$ cat config.mk
export PLATFORM = sky130hd
export DESIGN_NAME = hazard_unit
export DESIGN_NICKNAME = d
export VERILOG_FILES = /design/src/rtl/mips_pkg.sv /design/src/rtl/hazard_unit.sv
export SDC_FILE = /design/constraint.sdc
export NUM_CORES = 1
export LEC_CHECK = 0
export CAP_MARGIN = 20
export CORE_AREA = 2 2 144 146
export DETAILED_ROUTE_END_ITERATION = 7
export DIE_AREA = 0 0 146 148
export DONT_BUFFER_PORTS = 1
export PLACE_DENSITY = 0.3
export SKIP_LAST_GASP = 1
export SYNTH_ARGS = -nofsm -noshare
export SYNTH_HDL_FRONTEND = slang
export SYNTH_SLANG_ARGS = --single-unit
export TNS_END_PERCENT = 1
$ cat constraint.sdc
create_clock -name vclk -period 1.4
set_input_delay 0.28 -clock vclk [all_inputs]
set_output_delay 0.28 -clock vclk [all_outputs]
set_load 0.005 [all_outputs]
$ cat src/rtl/mips_pkg.sv
`default_nettype none

package mips_pkg;

    localparam int NB_DATA   = 32;
    localparam int NB_REG    = 5;
    localparam int NB_IMM    = 16;
    localparam int NB_OPCODE = 6;

    typedef logic [NB_DATA-1:0] data_t;
    typedef logic [NB_REG-1:0]  reg_idx_t;

    typedef enum logic [NB_OPCODE-1:0] {
        OP_RTYPE = 6'h00,
        OP_BEQ   = 6'h04,
        OP_ADDI  = 6'h08,
        OP_LW    = 6'h23,
        OP_SW    = 6'h2b,
        OP_HALT  = 6'h3f
    } opcode_e;

    typedef enum logic [NB_OPCODE-1:0] {
        F_ADDU = 6'h21,
        F_SUBU = 6'h23,
        F_AND  = 6'h24,
        F_OR   = 6'h25,
        F_XOR  = 6'h26,
        F_SLT  = 6'h2a
    } funct_e;

    typedef enum logic [2:0] {
        ALU_ADD,
        ALU_SUB,
        ALU_AND,
        ALU_OR,
        ALU_XOR,
        ALU_SLT
    } alu_op_e;

    typedef struct packed {
        logic [NB_OPCODE-1:0] opcode;
        reg_idx_t             rs;
        reg_idx_t             rt;
        reg_idx_t             rd;
        logic [4:0]           shamt;
        logic [NB_OPCODE-1:0] funct;
    } r_view_t;

    typedef struct packed {
        logic [NB_OPCODE-1:0] opcode;
        reg_idx_t             rs;
        reg_idx_t             rt;
        logic [NB_IMM-1:0]    imm;
    } i_view_t;

    typedef union packed {
        r_view_t r;
        i_view_t i;
    } instr_u;

    typedef enum logic [1:0] {
        FWD_NONE,
        FWD_MEM,
        FWD_WB
    } fwd_sel_e;

    typedef struct packed {
        alu_op_e alu_op;
        logic    alu_src_imm;
        logic    reg_write;
        logic    mem_read;
        logic    mem_write;
        logic    branch;
        logic    halt;
    } ctrl_t;

    typedef struct packed {
        instr_u instr;
        data_t  npc;
    } if_id_t;

    typedef struct packed {
        ctrl_t    ctrl;
        data_t    rs_data;
        data_t    rt_data;
        data_t    imm;
        data_t    npc;
        reg_idx_t rs;
        reg_idx_t rt;
        reg_idx_t rd;
    } id_ex_t;

    typedef struct packed {
        ctrl_t    ctrl;
        data_t    alu_result;
        data_t    store_data;
        data_t    branch_target;
        logic     zero;
        reg_idx_t rd;
    } ex_mem_t;

    typedef struct packed {
        logic     reg_write;
        logic     halt;
        data_t    data;
        reg_idx_t rd;
    } mem_wb_t;

    typedef struct packed {
        logic     we;
        reg_idx_t rd;
        data_t    data;
    } wb_t;

endpackage

`default_nettype wire

$ cat src/rtl/hazard_unit.sv
`timescale 1ns/100ps
`default_nettype none

module hazard_unit (
    input  wire mips_pkg::if_id_t  i_if_id,
    input  wire mips_pkg::id_ex_t  i_id_ex,
    input  wire mips_pkg::ex_mem_t i_ex_mem,
    input  wire mips_pkg::wb_t     i_wb,
    input  wire                    i_branch_taken,
    input  wire                    i_halt_in_id,
    output mips_pkg::fwd_sel_e     o_fwd_a,
    output mips_pkg::fwd_sel_e     o_fwd_b,
    output logic                   o_stall,
    output logic                   o_hold,
    output logic                   o_flush
);
    import mips_pkg::*;

    logic     mem_fwd_ok;
    logic     wb_fwd_ok;
    reg_idx_t id_rs;
    reg_idx_t id_rt;

    assign mem_fwd_ok = i_ex_mem.ctrl.reg_write && (i_ex_mem.rd != '0);
    assign wb_fwd_ok  = i_wb.we && (i_wb.rd != '0);

    function automatic fwd_sel_e pick_source(input reg_idx_t src);
        fwd_sel_e sel;
        if (mem_fwd_ok && (i_ex_mem.rd == src)) begin
            sel = FWD_MEM;    // Newer producer wins
        end else if (wb_fwd_ok && (i_wb.rd == src)) begin
            sel = FWD_WB;
        end else begin
            sel = FWD_NONE;
        end
        return sel;
    endfunction

    always_comb begin
        o_fwd_a = pick_source(i_id_ex.rs);
        o_fwd_b = pick_source(i_id_ex.rt);
    end

    assign id_rs = i_if_id.instr.i.rs;
    assign id_rt = i_if_id.instr.i.rt;

    // Load result not ready until MEM/WB, one bubble needed
    assign o_stall = i_id_ex.ctrl.mem_read && (i_id_ex.rd != '0) &&
                     ((i_id_ex.rd == id_rs) || (i_id_ex.rd == id_rt));

    assign o_hold  = i_halt_in_id;
    assign o_flush = i_branch_taken;   // Taken BEQ in EX/MEM

endmodule

`default_nettype wire

* After elaboration in Yosys (flattened, before gate mapping) *
Index checks and enable logic that the tools add are counted.

operators by class
  equality and inequality tests = 6
  multiplexer cells = 4
  reduce and logical (&&, ||, !) cells = 12

operator list
  operator           count
  $eq 5x5->1         6
  $reduce_bool 5->1  3
  $logic_and 1x1->1  8
  $mux 2             4
  $logic_or 1x1->1   1

word-level totals
  register bits after elaboration = 0
  word-level logic and storage cells = 22

* Depth between registers and ports, before layout *
  word-level depth = 5
  depth in mapped cells = 4
  depth with buffers taken out = 4

* Worst setup path after synthesis *
OpenSTA, ideal clock, no wires.

  kind = input -> output
  from = input i_ex_mem[1] in the netlist's numbering
  to = output o_fwd_a[1]
  arrival time = 1.320 ns
  setup slack = -0.200 ns
  cell stages on the path = 4
  buffers on the path = 0
  path through = or4_1 o21ai_2 nor4_1 nor4_2

between the ends
  cells in the longest elaborated chain, start to end = 4
  elaborated cells on any way between the ends = 5
  classes of those cells = 1 x eq/ne; 1 x mux; 3 x reduce/logical

RTL lines
  item                   RTL line           RTL
  start: declaration     hazard_unit.sv:7   input wire mips_pkg::ex_mem_t i_ex_mem,
  $reduce_bool 5->1      hazard_unit.sv:24  assign mem_fwd_ok = i_ex_mem.ctrl.reg_write && (i_ex_mem.rd != '0);
  $logic_and 1x1->1      hazard_unit.sv:24
  $logic_and 1x1->1 (*)  hazard_unit.sv:29  if (mem_fwd_ok && (i_ex_mem.rd == src)) begin
  $mux 2 (*)             hazard_unit.sv:29
  end: declaration       hazard_unit.sv:11  output mips_pkg::fwd_sel_e o_fwd_a,

Every way passes the cells marked *; elsewhere a longest branch is shown, timed or not.

* Worst setup path after layout *
Same ends and word-level chain as after synthesis.

==> results by group <==
Logic synthesis
  – Yosys warning total: 0
  – Post-synthesis area per instance: 7.97 µm²
  – Yosys top cell area share: 43.1%
  – Post-synth net total: 418
  – Syn Inst Count: 51
  – Area leader, netlist: xor2_1
  – Synth top area cells: xor2_1, xnor2_1, or4_1, nor4_2, nand3_1
  – Top cells by count, synth: xor2_1, xnor2_1, or4_1, nand3_1
  – Mapped Area: 407 µm²
  – Sequential fraction of the synthesis area: 0%
  – Count leader, synth: xor2_1
  – Distinct cells, synth: 12

Global route
  – Total gr overflow: 0
  – Number of global-route vias before repair: 459
  – Met3 GRT Util: 0.895%
  – Initial antenna violation count: 0
  – Largest net degree at the start of global routing: 4
  – First-pass GRT wire length: 3530 µm
  – GR peak layer: met2
  – Met1 Usage GRT: 2.45%
  – Total global-route track usage: 2.27%
  – GRT met2 Usage: 4.43%

STA
  – Setup WS post-layout: -0.369 ns
  – Unrepaired setup endpoints after global routing: true
  – Worst-margin pin slew: 0.720 ns
  – Hold Vio Cnt, Final: 0
  – Final TNS setup: -1.04 ns
  – Tcrit/Tclk final: 126%
  – Slew HR: 51.6%
  – # setup viols final: 5
  – Slew Limit Fails: 0
  – Hold slack: 0.560 ns
  – Period minus WS final: 1.77 ns
  – Max Freq: 565 MHz

Critical path
  – CP top delay family: simple AND/OR/NAND/NOR gates
  – Crit path buffers/inverters: 1
  – Critical setup path kind: input port to output pin
  – Slowest CP cell: or4_1
  – Crit end category: output pin
  – Critical path arrival: 1.49 ns
  – Worst setup SP type: input port
  – Crit path cell chain: or4_1 > o21ai_2 > nor4_1 > nor4_2 > buf_4
  – Worst Path Required: 1.12 ns
  – CP Max Fanout: 3
  – Max incr delay on CP: 0.54 ns

Layout
  – Inserted Diodes: 0
  – Fin area: 767 µm²
  – Filler cells: 2440
  – Fin cells: 324
  – Seq. cell area: 0 µm²
  – Num sequential: 0
  – Share of cells above drive strength 1: 14.8%
  – NumNets Final: 423
  – Area grow syn2layout: 88.6%
  – # clk buffers: 0

Place
  – DP Wirelength: 2480 µm
  – Placed cell count: 324
  – Placed cell areas: 767 µm²
  – Final GP Congestion: 0.638
  – I/O Buffers: 0

Route
  – DRT Pass-1 Iters: 2
  – Via count: 410
  – WL final: 2600 µm
  – DRC errors left: 0
  – Post-route ant nets: 0
  – Post-DR wirelength/cell: 8.03 µm
  – Initial DRC count: 2
  – Vias/cell: 1.27

Floorplan
  – Die H: 148 µm
  – Initial Util: 2.03%
  – # rows: 52
  – Die X: 146 µm
  – Core area: 0.0200 mm²
  – Top-level I/O count: 374
  – Die area: 0.0216 mm²

Pwr
  – Leak Pwr: 0.151 nW
  – Max VDD drop: 0.0000361 V
  – PD cells: 122 mW/mm²

Run status
  – Failing checks: setup timing
  – Status: complete, but fails checks

Worst hold path
  – Hold Path Class: input port to output pin

Clocking
  – Setup Buffers After CTS: 0
  – Post-cts resize count: 0

Run
  – Max_cap viols: 0
cells in the final DEF, fill, tap and decap left out:
cell / count
a21oi_1: 1
xor2_1: 20
o21ai_1: 1
nand3_1: 4
o21ai_2: 1
o21ai_0: 1
nor4_2: 2
nor4_1: 2
nor3_1: 2
or4_1: 5
buf_4: 5
xnor2_1: 10
final timing paths:
path | from | endpoint | slack, ns | depth (start not counted)
setup / recovery | i_ex_mem[1] | o_fwd_a[1] | -0.37 | 5
hold / removal | i_halt_in_id | o_hold | 0.56 | 0
where the power goes:
group | total [mW] | switching [mW] | internal, mW
sequential | 0 | 0 | 0
combinational | 0.0933 | 0.0362 | 0.0571
clock | 0 | 0 | 0
total | 0.0933 | 0.0362 | 0.0571
routing by layer:
metal  wire length (µm)  share of wire (%)
met5                  0                  0
met1                916                 35
met2               1360                 52
met4                  0                  0
met3                327                 13
cells by family after synthesis:
group                  share of synthesized area, %
AO/OA/AOI/OAI                                  5.84
XOR/XNOR                                       64.6
AND/OR/NAND/NOR                                25.8
buffers and inverters                          3.69
metrics by stage:
stage / total power, mW / worst slack, ns / util, %
detailed placement: 0.0943 / -0.370 / 3.83
global placement: 0.0929 / -0.313 / 3.83
floorplan: 0.0826 / -0.115 / -
finish: 0.0933 / -0.369 / 3.83
global route: 0.107 / -0.442 / 3.83
CTS: 0.0956 / -0.381 / 3.83
final cells by class:
type	instances	area [µm²]	share of cell area [%]
timing repair buffer	5	37.5	4.89
multi-input combinational	49	392	51.1
tap	270	338	44.0
repair_timing:
item / in CTS / in global routing
endpoints found under the hold margin: 0 / 0
hold buffers: 0 / 0
setup endpoints to repair: 5 / 5
(Power assumes the default switching activity.)
