`src/rtl/mips_pkg.sv`:
```
`default_nettype none

package mips_pkg;

    localparam int NB_DATA   = 32;
    localparam int NB_REG    = 5;
    localparam int NB_IMM    = 16;
    localparam int NB_OPCODE = 6;

    typedef logic [NB_DATA-1:0] data_t;
    typedef logic [NB_REG-1:0]  reg_idx_t;

    typedef enum logic [NB_OPCODE-1:0] {
        OP_RTYPE = 6'h00,
        OP_BEQ   = 6'h04,
        OP_ADDI  = 6'h08,
        OP_LW    = 6'h23,
        OP_SW    = 6'h2b,
        OP_HALT  = 6'h3f
    } opcode_e;

    typedef enum logic [NB_OPCODE-1:0] {
        F_ADDU = 6'h21,
        F_SUBU = 6'h23,
        F_AND  = 6'h24,
        F_OR   = 6'h25,
        F_XOR  = 6'h26,
        F_SLT  = 6'h2a
    } funct_e;

    typedef enum logic [2:0] {
        ALU_ADD,
        ALU_SUB,
        ALU_AND,
        ALU_OR,
        ALU_XOR,
        ALU_SLT
    } alu_op_e;

    typedef struct packed {
        logic [NB_OPCODE-1:0] opcode;
        reg_idx_t             rs;
        reg_idx_t             rt;
        reg_idx_t             rd;
        logic [4:0]           shamt;
        logic [NB_OPCODE-1:0] funct;
    } r_view_t;

    typedef struct packed {
        logic [NB_OPCODE-1:0] opcode;
        reg_idx_t             rs;
        reg_idx_t             rt;
        logic [NB_IMM-1:0]    imm;
    } i_view_t;

    typedef union packed {
        r_view_t r;
        i_view_t i;
    } instr_u;

    typedef enum logic [1:0] {
        FWD_NONE,
        FWD_MEM,
        FWD_WB
    } fwd_sel_e;

    typedef struct packed {
        alu_op_e alu_op;
        logic    alu_src_imm;
        logic    reg_write;
        logic    mem_read;
        logic    mem_write;
        logic    branch;
        logic    halt;
    } ctrl_t;

    typedef struct packed {
        instr_u instr;
        data_t  npc;
    } if_id_t;

    typedef struct packed {
        ctrl_t    ctrl;
        data_t    rs_data;
        data_t    rt_data;
        data_t    imm;
        data_t    npc;
        reg_idx_t rs;
        reg_idx_t rt;
        reg_idx_t rd;
    } id_ex_t;

    typedef struct packed {
        ctrl_t    ctrl;
        data_t    alu_result;
        data_t    store_data;
        data_t    branch_target;
        logic     zero;
        reg_idx_t rd;
    } ex_mem_t;

    typedef struct packed {
        logic     reg_write;
        logic     halt;
        data_t    data;
        reg_idx_t rd;
    } mem_wb_t;

    typedef struct packed {
        logic     we;
        reg_idx_t rd;
        data_t    data;
    } wb_t;

endpackage

`default_nettype wire

```
`src/rtl/memory_stage.sv`:
```
`timescale 1ns/100ps
`default_nettype none

module memory_stage #(
    parameter int DM_ADDR_W = 5
) (
    input  wire                    i_clock,
    input  wire                    i_arst_n,
    input  wire mips_pkg::ex_mem_t i_ex_mem,
    input  wire [DM_ADDR_W-1:0]    i_dm_addr,
    output logic                   o_branch_taken,
    output mips_pkg::data_t        o_branch_target,
    output mips_pkg::wb_t          o_wb,
    output logic                   o_hlt,
    output mips_pkg::data_t        o_dm_data
);
    import mips_pkg::*;

    localparam int DM_DEPTH = 2 ** DM_ADDR_W;

    data_t                dmem [DM_DEPTH];
    logic [DM_ADDR_W-1:0] dm_addr;
    data_t                load_data;
    mem_wb_t              mem_wb_q;
    logic                 hlt_q;

    assign dm_addr   = i_ex_mem.alu_result[DM_ADDR_W-1:0];   // Word index
    assign load_data = dmem[dm_addr];

    always_ff @(posedge i_clock or negedge i_arst_n) begin
        if (!i_arst_n) begin
            for (int i = 0; i < DM_DEPTH; i++) begin
                dmem[i] <= '0;
            end
        end else if (i_ex_mem.ctrl.mem_write) begin
            dmem[dm_addr] <= i_ex_mem.store_data;
        end
    end

    assign o_branch_taken  = i_ex_mem.ctrl.branch & i_ex_mem.zero;
    assign o_branch_target = i_ex_mem.branch_target;

    always_ff @(posedge i_clock or negedge i_arst_n) begin
        if (!i_arst_n) begin
            mem_wb_q <= '0;
            hlt_q    <= 1'b0;
        end else begin
            mem_wb_q.reg_write <= i_ex_mem.ctrl.reg_write;
            mem_wb_q.halt      <= i_ex_mem.ctrl.halt;
            mem_wb_q.data      <= i_ex_mem.ctrl.mem_read ? load_data : i_ex_mem.alu_result;
            mem_wb_q.rd        <= i_ex_mem.rd;
            hlt_q              <= hlt_q | mem_wb_q.halt;   // Sticky until reset
        end
    end

    assign o_wb      = '{we: mem_wb_q.reg_write, rd: mem_wb_q.rd, data: mem_wb_q.data};
    assign o_hlt     = hlt_q | mem_wb_q.halt;
    assign o_dm_data = dmem[i_dm_addr];

endmodule

`default_nettype wire

```
`config.mk`:
```
export PLATFORM = sky130hd
export DESIGN_NAME = memory_stage
export DESIGN_NICKNAME = d
export VERILOG_FILES = /design/src/rtl/mips_pkg.sv /design/src/rtl/memory_stage.sv
export SDC_FILE = /design/constraint.sdc
export NUM_CORES = 2
export LEC_CHECK = 0
export BUFFER_PORTS_ARGS = -buffer_cell sky130_fd_sc_hd__buf_2
export CAP_MARGIN = 20
export CORE_MARGIN = 2
export CORE_UTILIZATION = 40
export DETAILED_ROUTE_END_ITERATION = 10
export SYNTH_ARGS = -nofsm -noshare
export SYNTH_HDL_FRONTEND = slang
export SYNTH_SLANG_ARGS = --single-unit
```
`constraint.sdc`:
```
create_clock -name i_clock -period 7 [get_ports i_clock]
set_input_delay 1.4 -clock i_clock [delete_from_list [all_inputs] [get_ports i_clock]]
set_output_delay 1.4 -clock i_clock [all_outputs]
set_load 0.01 [all_outputs]
```
Word-level counts from Yosys, hierarchy flattened
Cells that the tools add are included.
{"block": "op_classes", "addsub": 0, "n_mul": 0, "div_mod_pow": 0, "magnitude_cmp": 3, "eq_ne": 0, "shift": 0, "mux": 10, "bitwise_logic": 4, "n_reduce_logical": 1}
{"cell": "1024-bit bitwise mux", "n": 1}
{"cell": "32-bit binary-select mux with 5-bit select", "n": 2}
{"cell": "32-bit 2-to-1 mux", "n": 6}
{"cell": "32-bit demux with 5-bit select", "n": 1}
{"cell": "6-bit >= comparator (second input constant)", "n": 2}
{"cell": "5-bit NOT with 6-bit output", "n": 2}
{"cell": "6-bit by 1-bit < comparator with 1-bit output (second input constant)", "n": 1}
{"cell": "1-bit AND", "n": 1}
{"cell": "1-bit logical AND", "n": 1}
{"cell": "1-bit OR", "n": 1}
{"block": "word_totals", "ff_bits": 1064, "latch_bits": 0, "ram_bits": 0, "romBits": 0, "in_bits": 118, "output_inout_bits": 104, "word_cells": 55, "n_memories": 0}

Depth between registers and ports, before layout
{"block": "logic_depth", "ltp_word": 6, "ltp_mapped": 10, "ltp_nobuf": 5}

Worst setup path after synthesis
No wires, ideal clock.
{"block": "synth_timing", "kind": "input port to output port", "start": "input port i_dm_addr[0]", "end": "output port o_dm_data[17]", "t_arrival_ns": 2.966, "required_ns": 5.600, "slack_ns": 2.634, "stages": 7, "path_cell_list": "buf_2 -> buf_6 -> buf_6 -> mux4_2 -> mux4_2 -> nor2_1 -> a221oi_1"}
{"block": "synth_between", "elab_chain_cells": 4}
{"element": "from (decl)", "line": "memory_stage.sv:10", "source": "input wire [DM_ADDR_W-1:0] i_dm_addr,"}
{"element": "5-bit NOT with 6-bit output (not written as such)", "line": "memory_stage.sv:58", "source": "assign o_dm_data = dmem[i_dm_addr];"}
{"element": "32-bit binary-select mux with 5-bit select", "line": "memory_stage.sv:58"}
{"element": "32-bit 2-to-1 mux (not written as such) (2 in a row)", "line": "memory_stage.sv:58"}
{"element": "to (decl)", "line": "memory_stage.sv:15", "source": "output mips_pkg::data_t o_dm_data"}
Every way passes these cells. The select of a mux whose other input is x is not followed.

Final worst setup path
{"block": "layout_timing", "start": "input port i_dm_addr[3]", "end": "output port o_dm_data[31]"}
Same word-level chain as after synthesis.

==> results_dict.tcl <==
set metrics [dict create \
    fin_crit_sh_pct 77.3 \
    ys_seq_area_share_pct 47.1 \
    core_area_um2 140000 \
    ys_seq_elements 1064 \
    worst-path-max-fanout 23 \
    synth-edff-count 0 \
    cts_tree "built" \
    syn_nets 3914 \
    dieArea_um2 144000 \
    io_buffers 153 \
    leakagePower_uw 0.0270 \
    place.gp.congestion 0.792 \
    wire_per_inst_um 32.7 \
    clock.fmax_ghz 0.185 \
    powerDensity_nw_per_um2 288 \
    grt_overflow 0 \
    postCtsSetupBuffers 0 \
    final_cell_area_um2 62400 \
    vias 35600 \
    fin_nets 3830 \
    netlist_instances 3796 \
    area_delta_synth_final_pct 10.5 \
    relSlewSlack_pct 25.5 \
    muxShareOfSynthArea_pct 42.9 \
    startpoint_type "input port" \
    ys_types 64 \
    firstDrtPassIters 5 \
    tightest_slew_ps 1120 \
    setup_ws_ps 1590 \
    maxCapViolCount 0 \
    worstSkewPairLatency_ps 750 \
    postCtsHoldBufs 0 \
    num_rows 137 \
    synth_warnings 0 \
    run_status "finished clean" \
    drt_iter0_markers 3188 \
    critPathRequiredTime_ps 5600 \
    synth_compound_area_share_pct 3.02 \
    start_util_pct 40.4 \
    drv_slew 0 \
    ir_drop_uv 240 \
    synthTopCellsByCount "1,064 x dfrtp_1, 974 x mux2_2, 445 x mux4_2" \
    grt_pass1_vias 36200 \
    synthXorXnorAreaFrac_pct 0 \
    cts_buffers 116 \
    grt_max_degree 170 \
    critPathArrivalTime_ps 4010 \
    clock_sinks 1064 \
    placed_area_um2 58500 \
    clock_path_buffers 3 \
    holdPathStages 1 \
    syn_area_um2 56500 \
    cts.clk_slew.worst_paths_ps 60 \
    critPathKind "in2out" \
    r2r_cells 5 \
    dp.cells 5469 \
    clock_skew_ps 22.3 \
    dp_slack_ps 1750 \
    io_pins 222 \
    routed_wirelength_mm 186 \
    avgViaCountPerCell 6.26 \
    hold_viol 0 \
    cts-resized-gates 0 \
    syn_area_per_cell_um2 14.9 \
    yosys.area_share.adder_pct 0 \
    cts_root_buffer "clkbuf_16" \
    drc 0 \
    layout-drive-gt1-share_pct 50.2 \
    tns_ps 0 \
    yosysTopAreaCellShare_pct 47.1 \
    grt_use_total_pct 25.6 \
    synth_top_area_cell "dfrtp_1" \
    antenna_found_initial 11 \
    die_width_um 380 \
    drtAntennaViolNets 0 \
    yosysMostFrequentCell "dfrtp_1" \
    critPathCaptureType "primary output" \
    period_needed_ps 5410 \
    setup_viol 0 \
    yosys.area_share.simple_pct 2.41 \
    async_reset_ff_share_pct 100 \
    htreeDepth 3 \
    grt_pass1_wl_mm 269 \
    synth_top_family_by_area "multiplexers" \
    hp-class "reg2reg" \
    die_h_um 380 \
    stdcell_count 5684 \
    ys_top_cells_by_area "dfrtp_1 47%, mux2_2 19%, mux4_2 18%" \
    post-dp-hpwl_mm 105 \
    grt_setup_unrepaired "no" \
    postSynth.topFlopCell "dfrtp_1" \
]
==> worst paths after layout <==
kind                                   start       endpoint  slack, ps
worst max-delay path            i_dm_addr[3]  o_dm_data[31]       1590
worst min-delay path            mem_wb_q[37]          hlt_q        450
worst max register to register     dmem[772]        o_wb[4]       5080
worst min register to register  mem_wb_q[37]          hlt_q        450
max in group asynchronous           i_arst_n      dmem[579]       4770
min in group asynchronous           i_arst_n      dmem[429]        680
==> critical path, stage by stage <==
cell      delay [ps]
buf_4            390
buf_4            670
mux4_2           350
nor2_1            50
a221oi_1         790
buf_2            280
==> sequential cells by signal (all words and copies together) (netlist names) <==
register  flops
dmem       1024
o_wb         38
mem_wb_q      1
hlt_q         1
==> logic make-up after synthesis <==
group	Yosys count
DFF	1064
AOI/OAI and AO/OA	239
muxes	1738
and+or+nand+nor	294
buffers and inverters	461
==> layout by cell type (no fill, tap or decap), types with 5 or more instances in the layout <==
| master | netlist | routed |
|---|---|---|
| nor2_4 | 0 | 21 |
| clkbuf_8 | 0 | 33 |
| buf_4 | 118 | 77 |
| dfrtp_1 | 1064 | 1064 |
| mux4_2 | 445 | 445 |
| nand3_1 | 7 | 6 |
| buf_2 | 140 | 143 |
| clkinv_2 | 0 | 21 |
| mux2_2 | 974 | 974 |
| nand2_1 | 125 | 118 |
| o221ai_1 | 6 | 6 |
| clkbuf_1 | 119 | 27 |
| buf_8 | 2 | 5 |
| a41oi_1 | 17 | 17 |
| clkbuf_16 | 0 | 117 |
| bufinv_16 | 0 | 5 |
| a22o_1 | 7 | 7 |
| a211oi_1 | 9 | 9 |
| nor3_1 | 21 | 21 |
| o21ai_0 | 38 | 38 |
| a21oi_1 | 10 | 10 |
| o2111ai_1 | 5 | 5 |
| buf_12 | 0 | 27 |
| a221oi_1 | 35 | 35 |
| o22ai_1 | 65 | 65 |
| nand2_4 | 0 | 7 |
| mux2_1 | 56 | 56 |
| nor2_1 | 84 | 72 |
| a22oi_1 | 20 | 20 |
| mux2i_1 | 263 | 263 |
==> power by group <==
part | switching, uW | internal [uW]
clock network | 2660 | 3590
logic | 1420 | 2090
registers | 842 | 7340
total | 4920 | 13000
==> routing by layer <==
metal	GRT usage [%]	wire length [um]
met3	5.01	13400
met4	8.88	6720
met5	0	44
met2	40.3	87300
met1	35.5	78300
==> final cells by class <==
| type | count | area, um2 |
|---|---|---|
| flip-flops and latches | 1064 | 26600 |
| clock buffers | 176 | 3470 |
| clock inverters | 36 | 390 |
| inverters | 4 | 15.0 |
| multi-input cells | 2271 | 27600 |
| repair buffers | 255 | 1980 |
| diodes | 2 | 5.00 |
| fillers | 12600 | 77500 |
| well taps | 1876 | 2350 |
==> per-stage QoR <==
stage                     hold slack [ps]  power [uW]  util, %
final                                 450       17900     44.6
after global routing                  488       18700     44.6
after CTS                             460       18100     44.6
after detailed placement              443       11800     41.8
after global placement                437       11700     41.8
after floorplan                       460       10700        -
(Power assumes the default switching activity.)
