<file path="config.mk">
export PLATFORM = sky130hd
export DESIGN_NAME = decode_stage
export DESIGN_NICKNAME = d
export VERILOG_FILES = /design/src/rtl/mips_pkg.sv /design/src/rtl/register_file.sv /design/src/rtl/decode_stage.sv
export SDC_FILE = /design/constraint.sdc
export NUM_CORES = 2
export LEC_CHECK = 0
export ABC_AREA = 1
export BUFFER_PORTS_ARGS = -buffer_cell sky130_fd_sc_hd__buf_2
export CORE_ASPECT_RATIO = 1.5
export CORE_UTILIZATION = 39
export CTS_BUF_LIST = sky130_fd_sc_hd__clkbuf_8 sky130_fd_sc_hd__clkbuf_16
export CTS_CLUSTER_SIZE = 24
export DETAILED_ROUTE_END_ITERATION = 8
export SYNTH_ARGS = -nofsm -noshare
export SYNTH_HDL_FRONTEND = slang
export SYNTH_SLANG_ARGS = --single-unit
</file>
<file path="constraint.sdc">
create_clock -name i_clock -period 1.4 [get_ports i_clock]
set_clock_uncertainty 0.1 [all_clocks]
set_input_delay 0.14 -clock i_clock [delete_from_list [all_inputs] [get_ports i_clock]]
set_output_delay 0.14 -clock i_clock [all_outputs]
set_load 0.005 [all_outputs]
</file>
<file path="src/rtl/mips_pkg.sv">
`default_nettype none

package mips_pkg;

    localparam int NB_DATA   = 32;
    localparam int NB_REG    = 5;
    localparam int NB_IMM    = 16;
    localparam int NB_OPCODE = 6;

    typedef logic [NB_DATA-1:0] data_t;
    typedef logic [NB_REG-1:0]  reg_idx_t;

    typedef enum logic [NB_OPCODE-1:0] {
        OP_RTYPE = 6'h00,
        OP_BEQ   = 6'h04,
        OP_ADDI  = 6'h08,
        OP_LW    = 6'h23,
        OP_SW    = 6'h2b,
        OP_HALT  = 6'h3f
    } opcode_e;

    typedef enum logic [NB_OPCODE-1:0] {
        F_ADDU = 6'h21,
        F_SUBU = 6'h23,
        F_AND  = 6'h24,
        F_OR   = 6'h25,
        F_XOR  = 6'h26,
        F_SLT  = 6'h2a
    } funct_e;

    typedef enum logic [2:0] {
        ALU_ADD,
        ALU_SUB,
        ALU_AND,
        ALU_OR,
        ALU_XOR,
        ALU_SLT
    } alu_op_e;

    typedef struct packed {
        logic [NB_OPCODE-1:0] opcode;
        reg_idx_t             rs;
        reg_idx_t             rt;
        reg_idx_t             rd;
        logic [4:0]           shamt;
        logic [NB_OPCODE-1:0] funct;
    } r_view_t;

    typedef struct packed {
        logic [NB_OPCODE-1:0] opcode;
        reg_idx_t             rs;
        reg_idx_t             rt;
        logic [NB_IMM-1:0]    imm;
    } i_view_t;

    typedef union packed {
        r_view_t r;
        i_view_t i;
    } instr_u;

    typedef enum logic [1:0] {
        FWD_NONE,
        FWD_MEM,
        FWD_WB
    } fwd_sel_e;

    typedef struct packed {
        alu_op_e alu_op;
        logic    alu_src_imm;
        logic    reg_write;
        logic    mem_read;
        logic    mem_write;
        logic    branch;
        logic    halt;
    } ctrl_t;

    typedef struct packed {
        instr_u instr;
        data_t  npc;
    } if_id_t;

    typedef struct packed {
        ctrl_t    ctrl;
        data_t    rs_data;
        data_t    rt_data;
        data_t    imm;
        data_t    npc;
        reg_idx_t rs;
        reg_idx_t rt;
        reg_idx_t rd;
    } id_ex_t;

    typedef struct packed {
        ctrl_t    ctrl;
        data_t    alu_result;
        data_t    store_data;
        data_t    branch_target;
        logic     zero;
        reg_idx_t rd;
    } ex_mem_t;

    typedef struct packed {
        logic     reg_write;
        logic     halt;
        data_t    data;
        reg_idx_t rd;
    } mem_wb_t;

    typedef struct packed {
        logic     we;
        reg_idx_t rd;
        data_t    data;
    } wb_t;

endpackage

`default_nettype wire

</file>
<file path="src/rtl/register_file.sv">
`timescale 1ns/100ps
`default_nettype none

module register_file (
    input  wire                     i_clock,
    input  wire                     i_arst_n,
    input  wire mips_pkg::wb_t      i_wb,
    input  wire mips_pkg::reg_idx_t i_rs_addr,
    input  wire mips_pkg::reg_idx_t i_rt_addr,
    input  wire mips_pkg::reg_idx_t i_dbg_addr,
    output mips_pkg::data_t         o_rs_data,
    output mips_pkg::data_t         o_rt_data,
    output mips_pkg::data_t         o_dbg_data
);
    import mips_pkg::*;

    localparam int N_REGS = 2 ** NB_REG;

    data_t regs [N_REGS];

    // Write-through so decode sees the value retiring this cycle
    function automatic data_t read_port(input reg_idx_t addr);
        data_t value;
        if (addr == '0) begin
            value = '0;
        end else if (i_wb.we && (i_wb.rd == addr)) begin
            value = i_wb.data;
        end else begin
            value = regs[addr];
        end
        return value;
    endfunction

    always_ff @(posedge i_clock or negedge i_arst_n) begin
        if (!i_arst_n) begin
            for (int i = 0; i < N_REGS; i++) begin
                regs[i] <= '0;
            end
        end else if (i_wb.we && (i_wb.rd != '0)) begin
            regs[i_wb.rd] <= i_wb.data;
        end
    end

    always_comb begin
        o_rs_data  = read_port(i_rs_addr);
        o_rt_data  = read_port(i_rt_addr);
        o_dbg_data = read_port(i_dbg_addr);
    end

endmodule

`default_nettype wire

</file>
<file path="src/rtl/decode_stage.sv">
`timescale 1ns/100ps
`default_nettype none

module decode_stage (
    input  wire                     i_clock,
    input  wire                     i_arst_n,
    input  wire mips_pkg::if_id_t   i_if_id,
    input  wire mips_pkg::wb_t      i_wb,
    input  wire                     i_stall,
    input  wire                     i_flush,
    input  wire mips_pkg::reg_idx_t i_dbg_rb_addr,
    output mips_pkg::id_ex_t        o_id_ex,
    output logic                    o_halt_in_id,
    output mips_pkg::data_t         o_dbg_rb_data
);
    import mips_pkg::*;

    instr_u   instr;
    ctrl_t    ctrl;
    reg_idx_t dest;
    data_t    rs_data;
    data_t    rt_data;
    data_t    imm_ext;
    id_ex_t   id_ex_q;

    assign instr = i_if_id.instr;

    register_file u_register_file (
        .i_clock    (i_clock),
        .i_arst_n   (i_arst_n),
        .i_wb       (i_wb),
        .i_rs_addr  (instr.i.rs),
        .i_rt_addr  (instr.i.rt),
        .i_dbg_addr (i_dbg_rb_addr),
        .o_rs_data  (rs_data),
        .o_rt_data  (rt_data),
        .o_dbg_data (o_dbg_rb_data)
    );

    always_comb begin
        ctrl        = '0;
        ctrl.alu_op = ALU_ADD;
        case (instr.i.opcode)
            OP_RTYPE: begin
                ctrl.reg_write = 1'b1;
                case (instr.r.funct)
                    F_ADDU:  ctrl.alu_op = ALU_ADD;
                    F_SUBU:  ctrl.alu_op = ALU_SUB;
                    F_AND:   ctrl.alu_op = ALU_AND;
                    F_OR:    ctrl.alu_op = ALU_OR;
                    F_XOR:   ctrl.alu_op = ALU_XOR;
                    F_SLT:   ctrl.alu_op = ALU_SLT;
                    default: ctrl.reg_write = 1'b0;   // NOP and unknown functs
                endcase
            end
            OP_ADDI: begin
                ctrl.alu_src_imm = 1'b1;
                ctrl.reg_write   = 1'b1;
            end
            OP_LW: begin
                ctrl.alu_src_imm = 1'b1;
                ctrl.reg_write   = 1'b1;
                ctrl.mem_read    = 1'b1;
            end
            OP_SW: begin
                ctrl.alu_src_imm = 1'b1;
                ctrl.mem_write   = 1'b1;
            end
            OP_BEQ: begin
                ctrl.alu_op = ALU_SUB;    // Zero flag compares rs and rt
                ctrl.branch = 1'b1;
            end
            OP_HALT: ctrl.halt = 1'b1;
            default: ;
        endcase
    end

    assign dest         = (instr.r.opcode == OP_RTYPE) ? instr.r.rd : instr.i.rt;
    assign imm_ext      = {{(NB_DATA-NB_IMM){instr.i.imm[NB_IMM-1]}}, instr.i.imm};
    assign o_halt_in_id = (instr.i.opcode == OP_HALT);

    always_ff @(posedge i_clock or negedge i_arst_n) begin
        if (!i_arst_n) begin
            id_ex_q <= '0;
        end else if (i_stall || i_flush) begin
            id_ex_q <= '0;    // Bubble
        end else begin
            id_ex_q <= '{ctrl:    ctrl,
                         rs_data: rs_data,
                         rt_data: rt_data,
                         imm:     imm_ext,
                         npc:     i_if_id.npc,
                         rs:      instr.i.rs,
                         rt:      instr.i.rt,
                         rd:      dest};
        end
    end

    assign o_id_ex = id_ex_q;

endmodule

`default_nettype wire

</file>
After elaboration in Yosys (flattened, before gate mapping)
Cells that the tools add are included.
{"block": "word_totals", "regBits": 1176, "latchBits": 0, "mem_bits_rw": 0, "rom_bits": 0, "out_inout_bits": 185, "word_cells": 112, "mem_count": 0}
{"block": "op_classes", "n_addsub": 0, "mul": 0, "n_div": 0, "n_lt_le_gt_ge": 5, "eq_ne": 14, "shifts": 0, "mux": 29, "bitwise": 4, "n_reduce_logical": 14}
{"op": "bitwise mux 1024 bit", "count": 1}
{"op": "binary-select mux 32 bit (select 5 bit)", "count": 3}
{"op": "two-way mux 32 bit", "count": 13}
{"op": "demux 32 bit (select 5 bit)", "count": 1}
{"op": "two-way mux 152 bit", "count": 1}
{"op": "== test 6 bit (second input constant)", "count": 9}
{"op": "greater-or-equal comparator 6 bit (second input constant)", "count": 4}
{"op": "inverter 5 -> 6 bit", "count": 4}
{"op": "== test 5 bit", "count": 3}
{"op": "logical NOT 5 bit", "count": 3}
{"op": "case mux 3 bit (5 select lines)", "count": 1}
{"op": "== test 6 x 3 -> 1 bit (second input constant)", "count": 1}
{"op": "== test 6 x 4 -> 1 bit (second input constant)", "count": 1}
{"op": "logical NOT 6 bit", "count": 1}
{"op": "< comparator 6 x 1 -> 1 bit (second input constant)", "count": 1}
{"op": "two-way mux 1 bit", "count": 6}
{"op": "case mux 3 bit (2 select lines)", "count": 1}
{"op": "OR reduction 6 bit", "count": 1}
{"op": "logical AND 1 bit", "count": 5}
{"op": "two-way mux 5 bit", "count": 1}
{"op": "nonzero test 5 bit", "count": 1}
{"op": "OR reduction 3 bit", "count": 1}
{"op": "case mux 1 bit (2 select lines)", "count": 1}
{"op": "OR reduction 2 bit", "count": 1}
{"op": "logical OR 1 bit", "count": 1}

Depth between registers and ports, before layout
{"block": "depth", "word_depth": 7, "mapped_depth": 13, "mapped_depth_nobuf": 10}

Cells and area by module
From an unflattened synthesis, not the netlist that was laid out.
{"block": "unflattened", "cells_unflattened": 11600, "area_unflattened_um2": 75587.5}
{"mod": "register_file", "instances": 1, "cells_per_inst": 11117, "area_each_um2": 69827.0}
{"mod": "decode_stage", "instances": 1, "cells_per_inst": 483, "area_each_um2": 5760.5}

Worst setup path after synthesis
No wires, ideal clock.
{"block": "synth_path", "path_type": "input to output", "start": "input port i_dbg_rb_addr[1]", "end": "output port o_dbg_rb_data[6]", "arrival_time_ns": 1.370, "required_ns": 1.160, "path_slack_ns": -0.210, "stages": 11, "path_buffers": 4, "path_cell_list": "buf_2 > inv_1 > buf_2 > buf_2 > buf_2 > o211ai_1 > nand3_1 > nand3_1 > a21oi_1 > nor2_1 > nor2_1"}
{"block": "synth_between", "elab_chain_len": 6}
{"item": "start: declaration", "line": "decode_stage.sv:11", "rtl": "input wire mips_pkg::reg_idx_t i_dbg_rb_addr,"}
{"item": "inverter 5 -> 6 bit (not written as such)", "line": "register_file.sv:29", "rtl": "value = regs[addr];"}
{"item": "binary-select mux 32 bit (select 5 bit)", "line": "register_file.sv:29"}
{"item": "two-way mux 32 bit (not written as such) (2 in a row)", "line": "register_file.sv:29"}
{"item": "two-way mux 32 bit", "line": "register_file.sv:26", "rtl": "end else if (i_wb.we && (i_wb.rd == addr)) begin"}
{"item": "two-way mux 32 bit (*)", "line": "register_file.sv:24", "rtl": "if (addr == '0) begin"}
{"item": "end: declaration", "line": "decode_stage.sv:14", "rtl": "output mips_pkg::data_t o_dbg_rb_data"}
Mark *: on every way between the ends. The rest lies on a longest branch, timed or not. The select of a mux whose other input is x is not followed.

Worst setup path after layout
{"block": "layout_path", "start": "register u_register_file.regs[998] (netlist bit)", "end": "output port o_dbg_rb_data[6]"}
{"block": "layout_between", "elab_chain_len": 5}
{"item": "start: declaration", "line": "register_file.sv:19", "rtl": "data_t regs [N_REGS];"}
{"item": "start signal: indexed assignment", "line": "register_file.sv:40", "rtl": "regs[i_wb.rd] <= i_wb.data;"}
{"item": "binary-select mux 32 bit (select 5 bit)", "line": "register_file.sv:29"}
{"item": "two-way mux 32 bit (not written as such) (2 in a row)", "line": "register_file.sv:29"}
{"item": "two-way mux 32 bit", "line": "register_file.sv:26"}
{"item": "two-way mux 32 bit", "line": "register_file.sv:24"}
Every way passes these cells. The select of a mux whose other input is x is not followed.

==> flow_summary.toml <==
[detailed_routing]
vias = 91750
route.detailed.drc = 0
detail-route-antenna-nets = 0
drt_iter0_drc = 12640
dr.pass1.iters = 7
routed_wl_um = 406200
vias_per_cell = 5.905
wl_per_cell_um = 26.14

[final_layout]
multi_input_area_um2 = 42160
syn_to_final_growth_pct = 41.82
ff_latch_area_um2 = 29040
fill_cells = 17530
nNetsFinal = 13060
fin_area_um2 = 104900
layout-drive-gt1-share_pct = 30.23

[logic_synthesis]
netlist_area_um2 = 73940
synth_cells = 11470
synth_top_area_share_pct = 39.26
synth_most_common_cell = "nand2_1"
synthArstFlopShare_pct = 100.0
synth.area.top_cells = "dfrtp_1, nand2_1, nand3_1"
synthTopCellsByCount = "nand2_1, nand3_1, o21ai_0, dfrtp_1, inv_1"
yosysTopAreaCell = "dfrtp_1"
synth-seq-cells = 1160
synthesis.nets = 11580
yosysUniqueCellTypes = 28
syn_avg_cell_area_um2 = 6.448
yosysSeqAreaShare_pct = 39.26
synthFlopType = "dfrtp_1"
synth_edf_count = 0
yosysWarnings = 0

[clock_network]
clkLatencyLatePin_ns = 0.79
clkTransAtPathRegs_ns = 0.07
cts.path.max_buffers = 3
cts_tree = "yes"
cts-buffers-inserted = 118
cts_root_buffer = "clkbuf_16"
htreeDepth = 3
cts.sinks = 1160

[power_and_ir_drop]
peakVddDrop_v = 0.001243
power_mw = 120.7
power_leakage_nw = 52.67
power_density_nw_per_um2 = 1151

[grt]
grt_max_degree = 73
grt_pass1_vias = 86140
grt_pass1_wl_um = 576000
grt_usage_pct = 40.99
grt_overflow = 0
antenna_found_initial = 40

[placed_design]
globalplace.congestion = 1.027
port-buffer-count = 295
place_area_um2 = 92160
dp_hpwl_um = 267900

[run_status]
status = "finished, violations left"
violations = "negative hold slack, negative setup slack"

[setup_path]
start_kind = "flip-flop"
crit_type = "flip-flop to output port"
critPathMaxFanout = 2
r2r_cells = 17
worstPathArrival_ns = 2.32
worstPathRequired_ns = 1.16
end_kind = "output port"

[timing]
timing.final.ws_setup_ns = -1.160
hold_violations = 12
finalMaxSlewViolations = 0
relSlewSlack_pct = 34.85
worst_slew_pin_slew_ns = 0.9772
tns_ns = -80.37
post-route-period-util_pct = 182.9
period_needed_ns = 2.560
setup_viol = 267
holdWs_ns = -0.2236
fmax_mhz = 390.6
rsz0062_at_grt = "true"

[run]
maxCapViolations = 0

[floorplanning]
fp-row-count = 195
core_um2 = 188400
fp.dieW_um = 357.5
die_h_um = 535.3
ios = 296
initial_core_util_pct = 39.26
die-area_um2 = 191400

[min_path]
hold_class = "primary input to flip-flop"
min_path_cells = 5
==> critical path: stages, from the launching register on <==
cell and delay [ns]:
dfrtp_1 0.35, inv_1 0.09, nand2_1 0.08, nand3_1 0.07, nand3_1 0.08, nand3_1 0.12, a21oi_4 0.26, nor2_4 0.09
nor2_4 0.22, buf_2 0.17
==> power breakdown <==
group | internal, mW | total (mW) | switching, mW
clock | 19.8 | 35.5 | 15.7
sequential | 39.2 | 42.8 | 3.54
combinational | 18.3 | 42.4 | 24.2
==> final timing paths <==
kind,slack (ns),end,startpoint
setup / recovery,-1.16,o_dbg_rb_data[6],u_register_file.regs[998]$_DFFE_PN0P_
hold / removal,-0.22,o_id_ex[3]$_DFF_PN0_,i_if_id[63]
setup reg to reg,-0.73,o_id_ex[108]$_DFF_PN0_,u_register_file.regs[669]$_DFFE_PN0P_
hold reg to reg,0.28,u_register_file.regs[1009]$_DFFE_PN0P_,u_register_file.regs[1009]$_DFFE_PN0P_
max in group asynchronous,-0.14,u_register_file.regs[523]$_DFFE_PN0P_,i_arst_n
min in group asynchronous,0,o_id_ex[14]$_DFF_PN0_,i_arst_n
==> cell usage in the layout, fill, tap and decap left out, types with 65 or more instances in the layout <==
master	synthesis	routed
o21ai_1	50	149
clkbuf_16	0	122
nor2_1	474	295
o211ai_1	328	328
buf_12	0	321
buf_4	17	1464
buf_6	0	210
nand2_1	3959	3551
dlygate4sd3_1	0	120
nand2_4	0	65
nand3_1	1833	1408
buf_2	285	235
dfrtp_1	1160	1153
nor2_4	3	123
nand2_2	18	355
inv_2	12	305
a21oi_1	255	175
o21ai_0	1290	1174
inv_1	1010	719
nand3_2	1	409
==> logic make-up after synthesis <==
family	count (synthesis)	share of synthesized area, %
flip-flops	1160	39.26
AO/OA/AOI/OAI	1940	14.27
AND/OR/NAND/NOR	6331	35.57
buffers and inverters	2036	10.90
==> routing by layer <==
layer	up-vias	share of wire, %	global-route usage [%]
li1	39910	-	-
met1	43190	36	50.07
met2	6665	41	59.34
met3	1967	13	11.24
met4	22	10	35.08
met5	-	0.037	0.3797
==> stage by stage <==
| stage | setup WS (ns) | cells | util (%) |
|---|---|---|---|
| 3_5_place_dp | -1.411 | 14970 | 48.93 |
| 4_1_cts | -1.108 | 15420 | 53.70 |
| 5_1_grt | -1.213 | 15520 | 55.65 |
| 3_3_place_gp | -1.437 | 14970 | 48.93 |
| 6_report | -1.160 | 15540 | 55.68 |
| 2_1_floorplan | -0.04065 | 11470 | - |
==> state kept, by name, indices dropped and copies added (netlist names) <==
register	cells
u_register_file.regs	1024
o_id_ex	136
==> cell type report <==
| class | instances | area share, % |
|---|---|---|
| inverter | 1032 | 3.787 |
| timing repair buffer | 2363 | 21.30 |
| clock inverter | 87 | 0.9271 |
| antenna | 25 | 0.05966 |
| multi-input combinational | 8271 | 40.21 |
| clock buffer | 136 | 3.095 |
| sequential | 1160 | 27.69 |
| tap | 2462 | 2.937 |
==> repair_timing <==
item | 4_1_cts | 5_1_grt
cloned | 0 | 1
endpoints found under the setup margin | 257 | 357
pin swaps | 516 | 789
gates resized for setup | 879 | 1019
hold buffers | 130 | 6
setup buffers | 165 | 177
endpoints found under the hold margin | 1681 | 25
Power figures use the tool's default switching activity.
